===== config.mk =====
export PLATFORM = sky130hd
export DESIGN_NAME = resultStage
export DESIGN_NICKNAME = d
export VERILOG_FILES = /design/src/design/dualIssuePkg.sv /design/src/design/resultStage.sv
export SDC_FILE = /design/constraint.sdc
export NUM_CORES = 1
export LEC_CHECK = 0
export BUFFER_PORTS_ARGS = -buffer_cell sky130_fd_sc_hd__buf_2
export CORE_MARGIN = 2
export CORE_UTILIZATION = 41
export DETAILED_ROUTE_END_ITERATION = 12
export PLACE_DENSITY = 0.78
export SLEW_MARGIN = 20
export SYNTH_ARGS = -nofsm -noshare
export SYNTH_HDL_FRONTEND = slang
export SYNTH_SLANG_ARGS = --single-unit

===== constraint.sdc =====
create_clock -name clk -period 5.4 [get_ports clk]
set_clock_uncertainty 0.15 [all_clocks]
set_input_delay 0.54 -clock clk [delete_from_list [all_inputs] [get_ports clk]]
set_output_delay 0.54 -clock clk [all_outputs]
set_load 0.05 [all_outputs]

===== src/design/dualIssuePkg.sv =====
package dualIssuePkg;

    localparam int regCount = 32;

    // write-back data is carried at the default core width
    localparam int wbDataWidth = 32;

    typedef logic [4:0] regIdxT;

    // primary opcodes kept from the MIPS encoding
    typedef enum logic [5:0] {
        opRtype = 6'h00,
        opAddi  = 6'h08,
        opSlti  = 6'h0a,
        opAndi  = 6'h0c,
        opOri   = 6'h0d,
        opXori  = 6'h0e,
        opLui   = 6'h0f
    } opcodeT;

    // R-type function field
    typedef enum logic [5:0] {
        fnSll = 6'h00,
        fnSrl = 6'h02,
        fnSra = 6'h03,
        fnAdd = 6'h20,
        fnSub = 6'h22,
        fnAnd = 6'h24,
        fnOr  = 6'h25,
        fnXor = 6'h26,
        fnNor = 6'h27,
        fnSlt = 6'h2a
    } functT;

    typedef enum logic [3:0] {
        aluSll = 4'd0,
        aluSrl = 4'd1,
        aluSra = 4'd2,
        aluAdd = 4'd3,
        aluSub = 4'd4,
        aluAnd = 4'd5,
        aluOr  = 4'd6,
        aluXor = 4'd7,
        aluNor = 4'd8,
        aluSlt = 4'd9,
        aluLui = 4'd10
    } aluOpT;

    // decoded control for one lane
    typedef struct packed {
        logic       regWe;
        aluOpT      aluOp;
        logic       aluSrcImm;
        regIdxT     dest;
        regIdxT     rs;
        regIdxT     rt;
        logic [4:0] shamt;
    } laneCtrlT;

    localparam int laneCtrlWidth = $bits(laneCtrlT);

    typedef struct packed {
        logic                   regWe;
        regIdxT                 dest;
        logic [wbDataWidth-1:0] data;
    } wbT;

endpackage


===== src/design/resultStage.sv =====
module resultStage (
    input  logic             clk,
    input  logic             reset,
    input  logic             enable,
    input  logic             wbValid,
    input  dualIssuePkg::wbT wbNext1,
    input  dualIssuePkg::wbT wbNext2,
    output dualIssuePkg::wbT result1,
    output dualIssuePkg::wbT result2,
    output logic             resultValid
);
    import dualIssuePkg::*;

    wbT   laneIn1;
    wbT   laneIn2;
    logic validHeld;

    always_comb begin
        laneIn1       = wbNext1;
        laneIn2       = wbNext2;
        laneIn1.regWe = wbNext1.regWe && wbValid && wbNext1.dest != '0;
        laneIn2.regWe = wbNext2.regWe && wbValid && wbNext2.dest != '0;
        // same destination in one bundle, lane 2 wins
        if (laneIn1.regWe && laneIn2.regWe && wbNext1.dest == wbNext2.dest) begin
            laneIn1.regWe = 1'b0;
        end
    end

    always_ff @(posedge clk) begin
        if (reset) begin
            validHeld     <= 1'b0;
            result1.regWe <= 1'b0;
            result2.regWe <= 1'b0;
        end else if (enable) begin
            validHeld <= wbValid;
            result1   <= laneIn1;
            result2   <= laneIn2;
        end
    end

    assign resultValid = validHeld && enable;

    assert property (@(posedge clk) disable iff (reset)
        !(result1.regWe && result2.regWe && result1.dest == result2.dest));

endmodule


==> results_dict.tcl, run 1 <==
set metrics [dict create \
    crit_arrival_ns 2.06 \
    final_area_mm2 0.00351 \
    cts_root_buffer "clkbuf_8" \
    n_fill_cell 485 \
    p_comb_share_pct 16.7 \
    setup_viol_count_final 0 \
    yosysWarnings 0 \
    gp_congestion 0.772 \
    yosys-top-cells-count "edfxtp_1 (74), xnor2_1 (4), dfxtp_1 (3), nor2_1 (3), nor3_1 (3)" \
    r2r_end "result1[37]" \
    dr.pass1.iters 3 \
    r2r-start "result1[37]" \
    outcome "finished clean" \
    dp_slack_ns 2.76 \
    dp.final_hpwl_mm 3.97 \
    min_to "result1[0]" \
    swShare_pct 27.8 \
    synth_top_area_cell "edfxtp_1" \
    placed_cells 333 \
    clk_pin_slew_worst_paths_ns 0.08 \
    drt_iter0_drc 70 \
    holdWs_ns 0.224 \
    hold-path-cell-count 1 \
    max-cap-violations 0 \
    grt_max_degree 40 \
    viasPerCell 4.42 \
    clkSinkCount 77 \
    die_area_mm2 0.00658 \
    start_util_pct 41.9 \
    cts_setup_buffers 0 \
    grt_pass1_wl_mm 6.93 \
    holdBufCountCts 0 \
    die_w_um 81.1 \
    fin_util_pct 60.3 \
    hold_class "in -> reg" \
    stdcell_count 349 \
    powerDensity_mw_per_mm2 379 \
    fmax_mhz 448 \
    antennaDiodeCount 0 \
    met3_length_um 652 \
    grt.overflow.total 0 \
    ys.flop_type "edfxtp_1" \
    worstSetupPathType "in -> reg" \
    finalCritPeriodShare_pct 41.3 \
    num_vias 1541 \
    setup.worst_path.start_class "input pin" \
    syn-num-nets 181 \
    final_nets 349 \
    seq_power_share_pct 53.2 \
    slew_viol_final 0 \
    cp.required_ns 5.23 \
    drc_errors 0 \
    crit_fanout 39 \
    drive_gt1_share_pct 62.0 \
    syn_area_mm2 0.00244 \
    die_h_um 81.1 \
    met2WireLength_mm 2.48 \
    io_pins 157 \
    syn2layout_area_growth_pct 43.9 \
    coreArea_mm2 0.00582 \
    tritoncts "done" \
    synth_top_area_share_pct 91.2 \
    syn_inst 101 \
    rsz0062_at_grt "no" \
    grt_pass1_vias 1437 \
    ctsLongestPathBuffers 2 \
    worstRegToRegCells 3 \
    tightest_slew_ns 0.942 \
    p_leak_nw 1.49 \
    synth_edf_count 74 \
    p_sw_mw 0.369 \
    clkPwrFrac_pct 30.1 \
    synth_cell_types 16 \
    clk_latency_ns 0.33 \
    end_kind "flop" \
    routedWlPerCell_um 14.8 \
    relSlewSlack_pct 37.1 \
    period_needed_ns 2.23 \
    p_total_mw 1.33 \
    routed.top_layer "met4" \
    syn_area_per_cell_um2 24.1 \
    port_buffers 156 \
    antenna_found_initial 0 \
    cts_max_level 3 \
    drt-total-wl_mm 5.15 \
    synth_area_leaders "edfxtp_1 (91%), dfxtp_1 (2.5%), xnor2_1 (1.4%), nor3_1 (0.62%), nand4_1 (0.51%)" \
    tns_ns 0 \
    hold_path_startpoint "wbNext1[0]" \
    synthArstFlopShare_pct 0 \
    vdd_ir_drop_max_uv 246 \
    setup_slack_ns 3.17 \
    r2r_setup_slack_ns 4.36 \
    wl_met1_mm 1.95 \
    cts-resized-gates 0 \
    synth_seq_cells 77 \
    grtUsageTotal_pct 15.1 \
    cts-buffers-inserted 9 \
    num_rows 28 \
    finalHoldViolations 0 \
    yosysMostFrequentCell "edfxtp_1" \
    ant_nets 0 \
    ys_seq_area_share_pct 93.6 \
    p_int_mw 0.959 \
    place_area_mm2 0.00333 \
]
==> area by class of cell <==
type	count	area [um2]	share of cell area [%]
timing repair buffer	157	788	22.5
clock inverter	5	50.0	1.43
tap	75	93.8	2.67
clock buffer	11	131	3.74
sequential	77	2280	65.1
multi-input combinational	24	163	4.64
==> layer usage <==
metal / GRT usage [%] / vias up
met3: 5.67 / 8
met4: 8.64 / 0
li1: - / 734
met1: 17.5 / 694
met2: 24.0 / 105
met5: 0 / -
==> worst max-delay path, stage by stage <==
cell and delay, ns:
buf_2 0.15, nor2b_4 0.79, buf_4 0.56
==> flip-flops by register name, summed over array words and instances (netlist names) <==
register and count:
result1 38, validHeld 1, result2 38
==> power groups by stage <==
stage,clock network (mW),registers (mW),logic [mW]
after global routing,0.438,0.711,0.232
after detailed placement,0,0.721,0.224
after floorplan,0,0.860,0.0152
after global placement,0,0.719,0.221
final,0.399,0.707,0.222
after CTS,0.410,0.708,0.224
==> cell families after synthesis <==
logic type       count (synthesis)  synth area share [%]
XOR/XNOR                         5                  1.80
flip-flops                      77                  93.6
multiplexers                     1                 0.411
AO/OA/AOI/OAI                    4                  1.08
AND/OR/NAND/NOR                 14                  3.08
==> cells in the final DEF (no fill, tap or decap) <==
cell type / netlist / layout
inv_6: 0 / 1
nand3_1: 1 / 1
buf_2: 0 / 156
mux2i_1: 1 / 1
clkbuf_8: 0 / 9
a41oi_1: 1 / 1
a21oi_1: 2 / 2
xnor2_1: 4 / 4
nand2b_2: 1 / 1
nor2b_1: 2 / 1
clkinv_1: 0 / 3
bufinv_16: 0 / 1
nor2b_4: 0 / 1
nor2_1: 3 / 3
o21bai_1: 1 / 1
clkbuf_1: 0 / 2
dfxtp_1: 3 / 3
and2_1: 1 / 1
nand2_1: 1 / 1
nand4_1: 2 / 2
xor2_1: 1 / 1
buf_4: 0 / 1
edfxtp_1: 74 / 74
nor3_1: 3 / 3
==> worst max-delay path by stage <==
stage | depth (start not counted) | slack [ns] | endpoint | start
2_1_floorplan | 1 | 0.89 | result1[0] | reset
3_3_place_gp | 3 | 2.83 | result1[35] | enable
3_5_place_dp | 3 | 2.76 | result1[35] | enable
4_1_cts | 3 | 3.14 | result1[6] | enable
5_1_grt | 3 | 3.02 | result1[17] | enable
6_report | 3 | 3.17 | result1[17] | enable
(Power assumes the default switching activity.)
==> run 2, diff against run 1 <==
- clock period: 5.4 -> 2.18 ns (I/O delays scaled with it)
==> run 2 against run 1 <==
Compared with the run above: sequential cell count unchanged; non-clock buffer count up 77; via count up 25%; first-iteration DRC count down 10%; sequential share of layout area down 12 points; global-route usage up 5.8 points; die area unchanged; critical path depth up 1; power rose to 2.7 times the previous value; sequential power up 150%; critical path type unchanged; largest power group unchanged.
==> results_dict.tcl, run 2 (synthesis results as in run 1) <==
set metrics [dict create \
    antenna_found_initial 0 \
    worstRegToRegCells 3 \
    clk_pin_slew_worst_paths_ns 0.07 \
    io_pins 157 \
    wl_met1_mm 2.28 \
    drt-total-wl_mm 6.60 \
    r2r_end "result1[37]" \
    clk_latency_ns 0.32 \
    clkSinkCount 77 \
    tns_ns 0 \
    holdBufCountCts 77 \
    ctsLongestPathBuffers 2 \
    slowest_delay_ns 0.54 \
    powerDensity_mw_per_mm2 817 \
    n_fill_cell 386 \
    mostFrequentLayoutCells "buf_2 (156), dlygate4sd3_1 (77), edfxtp_1 (74)" \
    cts-buffers-inserted 9 \
    worstSetupPathType "in -> reg" \
    crit_fanout 74 \
    relSlewSlack_pct 74.7 \
    tritoncts "done" \
    cts_max_level 3 \
    met2WireLength_mm 3.50 \
    dp.final_hpwl_mm 3.72 \
    dr.pass1.iters 4 \
    end_kind "flop" \
    p_leak_nw 1.83 \
    drive_gt1_share_pct 49.0 \
    final_area_mm2 0.00432 \
    cts_setup_buffers 0 \
    rsz0062_at_grt "no" \
    layout_commonest_cell "buf_2" \
    tightest_slew_ns 0.380 \
    hold_class "in -> reg" \
    slew_viol_final 0 \
    drt_iter0_drc 63 \
    hold_path_startpoint "enable" \
    multiInputGateArea_um2 163 \
    viasPerCell 4.53 \
    grt_max_degree 75 \
    ant_nets 0 \
    gp_congestion 0.814 \
    die_w_um 81.1 \
    slowest_stage "dlygate4sd3_1" \
    port_buffers 156 \
    num_rows 28 \
    grt.overflow.total 0 \
    setup.worst_path.start_class "input pin" \
    grt_pass1_wl_mm 9.73 \
    hold-path-cell-count 3 \
    holdWs_ns 0.105 \
    routed.top_layer "met4" \
    fmax_mhz 630 \
    die_area_mm2 0.00658 \
    num_vias 1928 \
    cp.required_ns 2.02 \
    syn2layout_area_growth_pct 77.1 \
    grt_pass1_vias 2054 \
    cts_root_buffer "clkbuf_8" \
    finalHoldViolations 0 \
    r2r_setup_slack_ns 1.06 \
    period_needed_ns 1.59 \
    coreArea_mm2 0.00582 \
    final_nets 426 \
    finalCritPeriodShare_pct 72.8 \
    place_area_mm2 0.00334 \
    antennaDiodeCount 0 \
    start_util_pct 41.9 \
    regArea_mm2 0.00228 \
    met3_length_um 552 \
    setup_viol_count_final 0 \
    max-cap-violations 0 \
    r2r-start "result1[37]" \
    drc_errors 0 \
    crit_arrival_ns 1.42 \
    die_h_um 81.1 \
    vdd_ir_drop_max_uv 556 \
    grtUsageTotal_pct 20.9 \
    reg.largest.list "result1 (38), result2 (38), validHeld (1)" \
    cts-resized-gates 0 \
    crit_chain "dlygate4sd3_1 > buf_2 > nor2b_4 > buf_12" \
    routedWlPerCell_um 15.5 \
    min_to "result2[37]" \
    outcome "finished clean" \
]
## run 2: changes by cell type in the layout (fill, tap and decap cells not counted), sizes merged
cell         delta
clkinv          +1
clkbuf          -1
dlygate4sd3    +77
inv             -1
bufinv          +1
## run 2: per-layer routing
layer  global-route usage [%]  up-vias
li1                         -      888
met1                     21.5      897
met2                     37.1      117
met3                     5.78       26
met4                     13.7        0
met5                        0        -
## run 2: worst max-delay path by stage
stage,from,endpoint,depth (start not counted)
2_1_floorplan,enable,result1[0],1
3_3_place_gp,enable,result1[25],3
3_5_place_dp,enable,result1[25],3
4_1_cts,reset,result2[2],4
5_1_grt,reset,result2[26],4
6_report,reset,result1[14],4
## run 2: through the flow
stage | util, % | instances | setup slack (ns) | total power [mW]
final | 74.2 | 426 | 0.592 | 3.53
after CTS | 74.2 | 426 | 0.644 | 3.54
after detailed placement | 57.4 | 333 | 0.773 | 2.34
after global routing | 74.2 | 426 | 0.584 | 3.67
after global placement | 57.4 | 333 | 0.796 | 2.33
after floorplan | - | 101 | 0.260 | 2.16
## run 2: final cells by class
cell class / count / area share (%)
Clock inverter: 6 / 1.80
Clock buffer: 10 / 2.96
Timing Repair Buffer: 234 / 36.4
Tap cell: 75 / 2.17
Sequential cell: 77 / 52.9
Multi-Input combinational cell: 24 / 3.77
## run 2: worst max-delay path, delay by kind of cell
kind          cells  cell delay (ns)
simple gates      1             0.14
buf+inv           3             1.02
## run 2: power breakdown
part | leakage [nW] | total, mW | internal [mW] | switching, mW
combinational | 1.00 | 0.670 | 0.216 | 0.454
clock | 0.105 | 1.11 | 0.634 | 0.471
sequential | 0.719 | 1.75 | 1.73 | 0.0236
==> run 3, diff against run 2 <==
- clock period: 2.18 -> 1.6 ns (I/O delays scaled with it)
==> run 3 against run 2 <==
Compared with the run above: power grew 43%; die area is the same; hold slack got worse by 0.019 ns; global-route usage shrank 0.87 points; count of clock-buffer cells in the layout up 2; register-to-register slack got worse by 0.52 ns; clock power increased by 56%; final area rose by 1.3%; critical path type is now in -> out; critical endpoint is now resultValid; combinational power is 36% higher.
==> results_dict.tcl, run 3 (synthesis results as in run 1) <==
set metrics [dict create \
    setup.worst_path.start_class "input pin" \
    rsz0062_at_grt "no" \
    num_rows 28 \
    clk_pin_slew_worst_paths_ns 0.07 \
    tns_ns 0 \
    r2r_setup_slack_ns 0.54 \
    tightest_slew_ns 0.302 \
    port_buffers 156 \
    finalCritPeriodShare_pct 96.9 \
    ctsLongestPathBuffers 2 \
    tritoncts "done" \
    start_util_pct 41.9 \
    met2WireLength_mm 3.24 \
    swShare_pct 25.9 \
    seq_power_share_pct 47.4 \
    drive_gt1_share_pct 49.3 \
    layout_commonest_cell "buf_2" \
    reg.largest.list "result1 (38), result2 (38), validHeld (1)" \
    final_nets 428 \
    worstRegToRegCells 3 \
    vdd_ir_drop_max_uv 886 \
    mostFrequentLayoutCells "buf_2 (155), dlygate4sd3_1 (78), edfxtp_1 (74)" \
    finalHoldViolations 0 \
    routed.top_layer "met4" \
    syn2layout_area_growth_pct 79.3 \
    cp.required_ns 1.29 \
    r2r_end "result1[37]" \
    outcome "finished clean" \
    max-cap-violations 0 \
    dp_slack_ns 0.294 \
    setup_viol_count_final 0 \
    num_vias 1911 \
    hold_class "in -> reg" \
    clkSinkCount 77 \
    viasPerCell 4.46 \
    gp_congestion 0.808 \
    antennaDiodeCount 0 \
    hold-path-cell-count 5 \
    min_to "result1[37]" \
    powerDensity_mw_per_mm2 1150 \
    crit_arrival_ns 1.24 \
    p_total_mw 5.03 \
    met3_length_um 581 \
    grt_pass1_wl_mm 9.27 \
    grt_pass1_vias 2013 \
    die_w_um 81.1 \
    hold_path_startpoint "wbNext1[37]" \
    p_sw_mw 1.30 \
    p_comb_share_pct 18.2 \
    p_leak_nw 1.85 \
    wl_met1_mm 2.39 \
    cts_root_buffer "clkbuf_8" \
    ant_nets 0 \
    period_needed_ns 1.55 \
    fmax_mhz 645 \
    grt_max_degree 58 \
    relSlewSlack_pct 79.9 \
    grtUsageTotal_pct 20.0 \
    crit_fanout 7 \
    coreArea_mm2 0.00582 \
    stdcell_count 428 \
    setup_slack_ns 0.0496 \
    clk_latency_ns 0.33 \
    end_kind "output pin" \
    drt_iter0_drc 37 \
    die_area_mm2 0.00658 \
    cts_setup_buffers 0 \
    die_h_um 81.1 \
    r2r-start "result1[37]" \
    cts_max_level 3 \
    grt.overflow.total 0 \
    routedWlPerCell_um 15.1 \
    cts-buffers-inserted 9 \
    drt-total-wl_mm 6.45 \
    p_int_mw 3.73 \
    placed_cells 334 \
    io_pins 157 \
    dp.final_hpwl_mm 3.80 \
    drc_errors 0 \
    worstSetupPathType "in -> out" \
    dr.pass1.iters 4 \
    antenna_found_initial 0 \
    slew_viol_final 0 \
    n_fill_cell 393 \
    clkPwrFrac_pct 34.4 \
]
run 3: timing repair:
item / in CTS / in global routing
hold endpoints to repair: 77 / 0
hold buffers: 78 / 0
endpoints found under the setup margin: 0 / 1
gates resized for setup: 0 / 1
run 3: worst max-delay path: stages:
cell	delay [ns]
dlygate4sd3_1	0.55
buf_2	0.17
and2_1	0.16
clkbuf_4	0.20
run 3: final cells by class:
cell class	instances	area, um2	area share (%)
clock inverter	4	95.1	2.18
tap	75	93.8	2.15
clock buffer	12	145	3.32
sequential	77	2280	52.2
timing repair buffer	236	1590	36.4
multi-input combinational	24	163	3.72
run 3: power by group through the flow:
stage / clock, mW / combinational, mW / sequential, mW
final: 1.73 / 0.914 / 2.39
after global routing: 1.86 / 0.953 / 2.40
after CTS: 1.76 / 0.906 / 2.39
after detailed placement: 0 / 0.760 / 2.43
after global placement: 0 / 0.753 / 2.43
after floorplan: 0 / 0.0527 / 2.89
run 3: worst max path at each step:
stage               depth (start not counted)     endpoint    from
floorplan                                   1   result1[0]  enable
global placement                            3  result1[25]  enable
detailed placement                          3   result1[9]  enable
CTS                                         4  resultValid  enable
global route                                4  resultValid  enable
finish                                      4  resultValid  enable
run 3: through the flow:
stage / util [%] / hold WS (ns) / area (um2)
after CTS: 75.1 / 0.0665 / 4370
after global placement: 57.6 / 0.187 / 3350
after floorplan: - / 0.0791 / 2440
after global routing: 75.2 / 0.124 / 4370
after detailed placement: 57.6 / 0.188 / 3350
final: 75.2 / 0.0864 / 4370
run 3: layer usage:
metal | vias to the layer above | global-route usage, %
met3 | 23 | 7.89
li1 | 892 | -
met4 | 0 | 13.1
met1 | 880 | 20.9
met5 | - | 0
met2 | 116 | 33.6
